==> config.mk <==
export PLATFORM = sky130hd
export DESIGN_NAME = video_out
export DESIGN_NICKNAME = d
export VERILOG_FILES = /design/src/rtl/video_color_pkg.sv /design/src/rtl/video_mode_pkg.sv /design/src/rtl/palette_ram.sv /design/src/rtl/pixel_select.sv /design/src/rtl/pwm_dither.sv /design/src/rtl/video_out.sv
export SDC_FILE = /design/constraint.sdc
export NUM_CORES = 2
export LEC_CHECK = 0
export BUFFER_PORTS_ARGS = -buffer_cell sky130_fd_sc_hd__buf_2
export CORE_AREA = 2 2 557 559
export DETAILED_ROUTE_END_ITERATION = 10
export DIE_AREA = 0 0 559 561
export PLACE_DENSITY = 0.62
export SLEW_MARGIN = 20
export SYNTH_ARGS = -nofsm -noshare
export SYNTH_HDL_FRONTEND = slang
export SYNTH_SLANG_ARGS = --single-unit
==> constraint.sdc <==
create_clock -name clk -period 2.7 [get_ports clk]
set_input_delay 0.135 -clock clk [delete_from_list [all_inputs] [get_ports clk]]
set_output_delay 0.135 -clock clk [all_outputs]
set_load 0.02 [all_outputs]
==> src/rtl/video_color_pkg.sv <==
// Palette words are 15 bits, red in the top five, each channel a 2-bit DAC level over a 3-bit PWM fine part
`default_nettype none

package video_color_pkg;

	// width of one DAC output level
	localparam int DAC_W = 2;

	// coarse part drives the DAC directly
	localparam int COARSE_W = DAC_W;

	// fine part picks one of the PWM patterns
	localparam int FINE_W = 3;

	localparam int CHAN_W = COARSE_W + FINE_W;

	// three channels per palette entry
	localparam int COLOR_W = 3 * CHAN_W;

	// one colour channel, coarse level in the upper bits
	typedef struct packed {
		logic [COARSE_W-1:0] coarse;
		logic [FINE_W-1:0] fine;
	} chan_t;

	// channel view of a palette entry
	typedef struct packed {
		chan_t red;
		chan_t grn;
		chan_t blu;
	} rgb_t;

	// raw view is what the CPU writes, channel view is what the dither reads
	typedef union packed {
		logic [COLOR_W-1:0] raw;
		rgb_t ch;
	} color_word_t;

	// pattern k carries k set bits spread over the eight half-clock slots
	localparam logic [7:0] PWM_PATTERNS [0:7] = '{
		8'b00000000,
		8'b00000001,
		8'b01000001,
		8'b01000101,
		8'b10100101,
		8'b10100111,
		8'b11010111,
		8'b11011111
	};

endpackage

`default_nettype wire

==> src/rtl/video_mode_pkg.sv <==
// Pixel indices are 8 bits wide and hires mode uses a 4-bit palette bank with one pixel nibble
`default_nettype none

package video_mode_pkg;

	// palette index width, fixes the palette depth at 256
	localparam int PAL_IDX_W = 8;

	// upper index bits supplied by palsel in hires
	localparam int PALSEL_W = 4;

	// lower index bits taken from one pixel nibble in hires
	localparam int NIB_W = PAL_IDX_W - PALSEL_W;

	// palette index as it leaves the pixel source
	typedef logic [PAL_IDX_W-1:0] pal_idx_t;

	// pixel stream feeding the palette
	typedef enum logic {
		SRC_TV = 1'b0,
		SRC_VGA = 1'b1
	} pix_src_t;

	// position of the nibble select bit for each source
	localparam int NIB_SEL_VGA = 0;
	localparam int NIB_SEL_TV = 1;

	// width of the nibble select input
	localparam int NIB_SEL_W = 2;

	// nibble select value 0 takes the high nibble
	localparam logic NIB_HIGH = 1'b0;

endpackage

`default_nettype wire

==> src/rtl/palette_ram.sv <==
// Array has no reset and no init, so contents are undefined until the CPU writes them
`timescale 1ns/1ps
`default_nettype none

module palette_ram (
	input wire clk,
	input wire we,
	input wire video_mode_pkg::pal_idx_t waddr,
	input wire [video_color_pkg::COLOR_W-1:0] wdata,
	input wire video_mode_pkg::pal_idx_t raddr,
	output video_color_pkg::color_word_t rdata
);

	import video_color_pkg::*;
	import video_mode_pkg::*;

	// one entry per palette index
	color_word_t mem [2**PAL_IDX_W];

	// CPU write port
	always_ff @(posedge clk)
	begin
		if (we)
			mem[waddr].raw <= wdata;
	end

	// registered read
	// same address in the same cycle gives the old entry
	always_ff @(posedge clk)
	begin
		rdata <= mem[raddr];
	end

endmodule

`default_nettype wire

==> src/rtl/pixel_select.sv <==
// TV pixels are held from the last tv_stb cycle, the index is combinational and needs a registered sink
`timescale 1ns/1ps
`default_nettype none

module pixel_select (
	input wire clk,
	input wire rst,
	input wire vga_on,
	input wire tv_stb,
	input wire video_mode_pkg::pal_idx_t tv_pix,
	input wire video_mode_pkg::pal_idx_t vga_pix,
	input wire tv_blank,
	input wire vga_blank,
	input wire tv_hires,
	input wire vga_hires,
	input wire [video_mode_pkg::NIB_SEL_W-1:0] nib_sel,
	input wire [video_mode_pkg::PALSEL_W-1:0] palsel,
	output video_mode_pkg::pal_idx_t pal_idx,
	output logic blank
);

	import video_mode_pkg::*;

	pal_idx_t tv_pix_q;
	pix_src_t src;
	pal_idx_t pix;
	logic hires;
	logic nib;
	logic [NIB_W-1:0] nibble;

	// TV pixel capture, held between strobes
	always_ff @(posedge clk)
	begin
		if (rst)
			tv_pix_q <= '0;
		else if (tv_stb)
			tv_pix_q <= tv_pix;
	end

	assign src = vga_on ? SRC_VGA : SRC_TV;

	// source muxing of pixel, blank, mode and nibble select
	always_comb
	begin
		case (src)
			SRC_VGA:
			begin
				pix = vga_pix;
				blank = vga_blank;
				hires = vga_hires;
				nib = nib_sel[NIB_SEL_VGA];
			end
			default:
			begin
				pix = tv_pix_q;
				blank = tv_blank;
				hires = tv_hires;
				nib = nib_sel[NIB_SEL_TV];
			end
		endcase
	end

	// hires shows one nibble per pixel slot
	assign nibble = (nib == NIB_HIGH) ? pix[PAL_IDX_W-1:NIB_W] : pix[NIB_W-1:0];

	// bank from palsel on top in hires
	assign pal_idx = hires ? {palsel, nibble} : pix;

endmodule

`default_nettype wire

==> src/rtl/pwm_dither.sv <==
// Control inputs must share the cycle with the palette address, and each clock yields one even and one odd level
`timescale 1ns/1ps
`default_nettype none

module pwm_dither (
	input wire clk,
	input wire rst,
	input wire video_color_pkg::color_word_t color,
	input wire blank,
	input wire vga_on,
	input wire vga_line,
	input wire [2:0] tst,
	output logic [video_color_pkg::DAC_W-1:0] red_even,
	output logic [video_color_pkg::DAC_W-1:0] red_odd,
	output logic [video_color_pkg::DAC_W-1:0] grn_even,
	output logic [video_color_pkg::DAC_W-1:0] grn_odd,
	output logic [video_color_pkg::DAC_W-1:0] blu_even,
	output logic [video_color_pkg::DAC_W-1:0] blu_odd
);

	import video_color_pkg::*;

	logic blank_d;
	logic vga_on_d;
	logic vga_line_d;
	logic [2:0] tst_d;
	logic [1:0] ph;
	logic [1:0] phase;
	color_word_t pix;

	// coarse level, raised by one where the pattern bit is set
	// level 3 is the top of the DAC and stays put
	function automatic logic [DAC_W-1:0] dither_level(input chan_t c, input logic [2:0] pos);
		logic bump;
		bump = PWM_PATTERNS[c.fine][pos] && (c.coarse != '1);
		return bump ? c.coarse + COARSE_W'(1) : c.coarse;
	endfunction

	// align controls with the registered palette read
	always_ff @(posedge clk)
	begin
		if (rst)
		begin
			blank_d <= 1'b1;
			vga_on_d <= 1'b0;
			vga_line_d <= 1'b0;
			tst_d <= '0;
		end
		else
		begin
			blank_d <= blank;
			vga_on_d <= vga_on;
			vga_line_d <= vga_line;
			tst_d <= tst;
		end
	end

	// free-running phase counter
	always_ff @(posedge clk)
	begin
		if (rst)
			ph <= '0;
		else
			ph <= ph + 2'd1;
	end

	// VGA ties the upper phase bit to the line parity
	assign phase = {vga_on_d ? vga_line_d : ph[1], ph[0]};

	// test inversion of the coarse bits, then blanking
	always_comb
	begin
		pix = color;
		pix.ch.red.coarse = pix.ch.red.coarse ^ {COARSE_W{tst_d[1]}};
		pix.ch.grn.coarse = pix.ch.grn.coarse ^ {COARSE_W{tst_d[2]}};
		pix.ch.blu.coarse = pix.ch.blu.coarse ^ {COARSE_W{tst_d[0]}};
		if (blank_d)
			pix.raw = '0;
	end

	// even slot uses pattern bit {phase,0}, odd slot {phase,1}
	always_ff @(posedge clk)
	begin
		if (rst)
		begin
			red_even <= '0;
			red_odd <= '0;
			grn_even <= '0;
			grn_odd <= '0;
			blu_even <= '0;
			blu_odd <= '0;
		end
		else
		begin
			red_even <= dither_level(pix.ch.red, {phase, 1'b0});
			red_odd <= dither_level(pix.ch.red, {phase, 1'b1});
			grn_even <= dither_level(pix.ch.grn, {phase, 1'b0});
			grn_odd <= dither_level(pix.ch.grn, {phase, 1'b1});
			blu_even <= dither_level(pix.ch.blu, {phase, 1'b0});
			blu_odd <= dither_level(pix.ch.blu, {phase, 1'b1});
		end
	end

endmodule

`default_nettype wire

==> src/rtl/video_out.sv <==
// Latency is two clocks from pixel inputs to levels, plus one for TV pixels; DDR output of even and odd is left to the pads
`timescale 1ns/1ps
`default_nettype none

module video_out (
	input wire clk,
	input wire rst,
	input wire vga_on,
	input wire tv_stb,
	input wire video_mode_pkg::pal_idx_t tv_pix,
	input wire video_mode_pkg::pal_idx_t vga_pix,
	input wire tv_blank,
	input wire vga_blank,
	input wire tv_hires,
	input wire vga_hires,
	input wire [video_mode_pkg::NIB_SEL_W-1:0] nib_sel,
	input wire [video_mode_pkg::PALSEL_W-1:0] palsel,
	input wire vga_line,
	input wire [2:0] tst,
	input wire cram_we,
	input wire video_mode_pkg::pal_idx_t cram_addr,
	input wire [video_color_pkg::COLOR_W-1:0] cram_data,
	output logic [video_color_pkg::DAC_W-1:0] red_even,
	output logic [video_color_pkg::DAC_W-1:0] red_odd,
	output logic [video_color_pkg::DAC_W-1:0] grn_even,
	output logic [video_color_pkg::DAC_W-1:0] grn_odd,
	output logic [video_color_pkg::DAC_W-1:0] blu_even,
	output logic [video_color_pkg::DAC_W-1:0] blu_odd
);

	import video_color_pkg::*;
	import video_mode_pkg::*;

	pal_idx_t pal_idx;
	logic blank;
	color_word_t color;

	// source and index selection
	pixel_select u_pixel_select (
		.clk(clk),
		.rst(rst),
		.vga_on(vga_on),
		.tv_stb(tv_stb),
		.tv_pix(tv_pix),
		.vga_pix(vga_pix),
		.tv_blank(tv_blank),
		.vga_blank(vga_blank),
		.tv_hires(tv_hires),
		.vga_hires(vga_hires),
		.nib_sel(nib_sel),
		.palsel(palsel),
		.pal_idx(pal_idx),
		.blank(blank)
	);

	// CPU palette, read by the pixel index
	palette_ram u_palette_ram (
		.clk(clk),
		.we(cram_we),
		.waddr(cram_addr),
		.wdata(cram_data),
		.raddr(pal_idx),
		.rdata(color)
	);

	// blank and phase enter with the palette address
	pwm_dither u_pwm_dither (
		.clk(clk),
		.rst(rst),
		.color(color),
		.blank(blank),
		.vga_on(vga_on),
		.vga_line(vga_line),
		.tst(tst),
		.red_even(red_even),
		.red_odd(red_odd),
		.grn_even(grn_even),
		.grn_odd(grn_odd),
		.blu_even(blu_even),
		.blu_odd(blu_odd)
	);

endmodule

`default_nettype wire

==> impl_metrics.ini <==
[finish]
stdcell_count = 16500
fin_nets = 12100
fin_area_um2 = 189000
drive_gt1_share_pct = 20.5
syn2layout_area_growth_pct = 23.3
regArea_um2 = 116000
fin_util_pct = 61.4
fillCellCount = 22400
multiInputGateArea_um2 = 36400

[floorplanning]
placementRows = 204
start_util_pct = 49.8
dieArea_um2 = 314000
io_pins = 70
dieHeight_um = 561
core_area_um2 = 308000
die_width_um = 559

[synthesis]
avgSynthCellArea_um2 = 14.1
synth_commonest_cells = 3840 x edfxtp_1, 2282 x nand2_1, 715 x nand3_1
synth_area_um2 = 153000
synth_seq_area_share_pct = 75.9
yosys_warnings = 0
synth_nets = 10900
yosys.cell_count.top_type = edfxtp_1
synthCells = 10800
synth_top_area_cell = edfxtp_1
ys_ff_latch = 3883
yosysTopAreaCellShare_pct = 75.3
synth_edf_count = 3840
synth_top_cells_by_area = edfxtp_1 75%, nand2_1 5.6%, mux2i_1 3.0%
synth_flop_cell = edfxtp_1
synthArstFlopShare_pct = 0
yosysUniqueCellTypes = 58

[drt]
drt-initial-drc-count = 15700
finalWirelength_um = 492000
via_per_inst = 6.26
drt-wirelength-per-cell_um = 29.7
vias = 103000
final_antenna_net_count = 0
drt_pass1_iterations = 9
drcViolationCount = 0

[timing]
rsz0062_at_grt = yes
post-route-period-util_pct = 127
finalSetupTns_ns = -8.25
setup-violations-final = 15
slew_headroom_pct = 36.5
worst_slew_pin_slew_ns = 0.952
hold_viol_final = 0
post-route-min-period_ns = 3.43
fin_ws_ns = -0.728
drv_slew = 0
fin_skew_ns = 0.0779
max_freq_mhz = 292

[placement]
dpl.hpwl_um = 295000
place_congestion = 0.933
io_buffer_count = 69
dpl.cell_count = 15600
dpl-instance-area_um2 = 170000

[clocking]
clockRootBuffer = clkbuf_16
cts_tree = built
clockBufferDepth = 4
path_clk_slew_ns = 0.06
clock_latency_ns = 0.99
h-tree-depth = 5
clock_sinks = 3883
cts_buffers = 388

[power_and_ir_drop]
p_leak_nw = 64.0
ir_worst_vdd_mv = 0.557
powerDensity_nw_per_um2 = 726

[outcome]
violations = negative setup slack
status = complete, but fails checks

[worst_hold_path]
hold_path_depth = 5
hp-class = primary input to flop

[global_route]
grt.total_usage_pct = 30.4
grt_overflow_total = 0
grt_pass1_wl_um = 698000
antenna_found_initial = 30
grt_pass1_vias = 98500
grt_start_max_net_pins = 106

[job]
cap_viol_max_count = 0

[setup_path]
worstSetupPathType = flop to flop
cp_max_fo = 28
critPathRequiredTime_ns = 3.59
reg2reg_depth = 14
cp_data_arrival_time_ns = 4.32
critPathLaunchType = flop
cp-end-kind = flop
[area by class of cell]
type	instances	area share [%]
clock inverters	234	1.31
flip-flops and latches	3883	61.5
multi-input cells	6116	19.3
well taps	4120	2.73
diodes	10	0.0133
repair buffers	1691	9.80
inverters	1	0.00199
clock buffers	476	5.33
[path summary, 6_finish.rpt]
path / startpoint / endpoint / slack (ns)
worst min-delay path: cram_we / u_palette_ram.mem[213][6]$_DFFE_PP_ / 0.09
worst max register to register: u_pixel_select.tv_pix_q[0]$_SDFFE_PP0P_ / u_palette_ram.rdata[14]$_DFF_P_ / -0.73
worst max-delay path: u_pixel_select.tv_pix_q[0]$_SDFFE_PP0P_ / u_palette_ram.rdata[14]$_DFF_P_ / -0.73
worst min register to register: u_pwm_dither.ph[1]$_SDFF_PP0_ / u_pwm_dither.ph[1]$_SDFF_PP0_ / 0.56
[stage by stage]
| stage | power [mW] | setup slack [ns] | hold slack (ns) |
|---|---|---|---|
| floorplan | 74.3 | 0.239 | 0.234 |
| global placement | 81.9 | -2.13 | 0.351 |
| detailed placement | 82.1 | -1.75 | 0.349 |
| CTS | 137 | -0.598 | 0.0414 |
| global route | 141 | -0.724 | 0.0924 |
| finish | 137 | -0.728 | 0.0937 |
[where the power goes]
group / internal (mW) / total [mW] / switching (mW)
clock network: 30.4 / 53.5 / 23.1
registers: 66.5 / 66.7 / 0.298
logic: 6.40 / 16.9 / 10.5
[metal layers]
metal	track usage, %	vias up	part of all wire (%)
met5	0	-	0.053
met4	11.6	14	4.4
met3	6.79	893	12
met2	46.1	6570	45
met1	43.0	52000	39
li1	-	44100	-
[logic make-up (layout without fill, tap and decap cells)]
family / after synthesis / after routing / share of synthesized area (%)
buffers and inverters: 827 / 2402 / 2.31
muxes: 462 / 462 / 3.04
DFF: 3883 / 3883 / 75.9
xor gates and xnor gates: 13 / 13 / 0.0743
and+or+nand+nor: 3873 / 3873 / 10.7
AOI/OAI and AO/OA: 1765 / 1765 / 7.96
adders and majority gates: 3 / 3 / 0.0245
other: 0 / 10 / 0
[what timing repair did]
item                                     CTS  global route
buffers inserted                          84            55
endpoints found under the setup margin    15            15
pin swaps                                104           134
endpoints found under the hold margin   3214             0
hold buffers                              76             0
gates resized for setup                  438           202
gates cloned                              34             6
[cells in the final DEF, fill, tap and decap left out, types with 48 or more instances in the layout]
master,Yosys,layout
a21oi_1,464,423
a31oi_1,352,270
a31oi_2,0,53
a32oi_1,395,343
a32oi_2,0,49
a41o_1,66,66
buf_12,0,300
buf_16,0,48
buf_2,230,54
buf_4,22,1091
buf_6,9,59
clkbuf_1,503,86
clkbuf_16,0,395
clkinv_1,0,81
clkinv_2,0,71
dlygate4sd3_1,0,76
edfxtp_1,3840,3840
mux2i_1,452,435
nand2_1,2282,2256
nand3_1,715,705
nor2_1,298,295
nor3_1,395,389
nor4_4,0,50
o22a_1,84,84
o22ai_1,304,303
[sequential cells by signal (all words and copies together), names as in the netlist]
register and count:
u_pwm_dither.vga_on_d 1, u_pwm_dither.grn_odd 2, u_palette_ram.rdata 15, u_palette_ram.mem 3840, u_pwm_dither.red_odd 2, u_pwm_dither.blu_even 2
u_pwm_dither.vga_line_d 1, u_pixel_select.tv_pix_q 8, u_pwm_dither.red_even 2, u_pwm_dither.grn_even 2, u_pwm_dither.blu_odd 2, u_pwm_dither.ph 2
u_pwm_dither.blank_d 1, u_pwm_dither.tst_d 3
[worst max-delay path: stages (launching register included)]
cell,delay (ns)
dfxtp_2,0.36
nor2_4,0.05
mux2_8,0.30
nor2_4,0.10
buf_12,0.16
buf_16,0.17
buf_16,0.18
buf_8,0.19
buf_16,0.21
nand2_1,0.11
a32oi_2,0.29
a21oi_2,0.13
nor4_4,0.57
a22oi_2,0.27
nand4_1,0.17
Power figures use the tool's default switching activity.
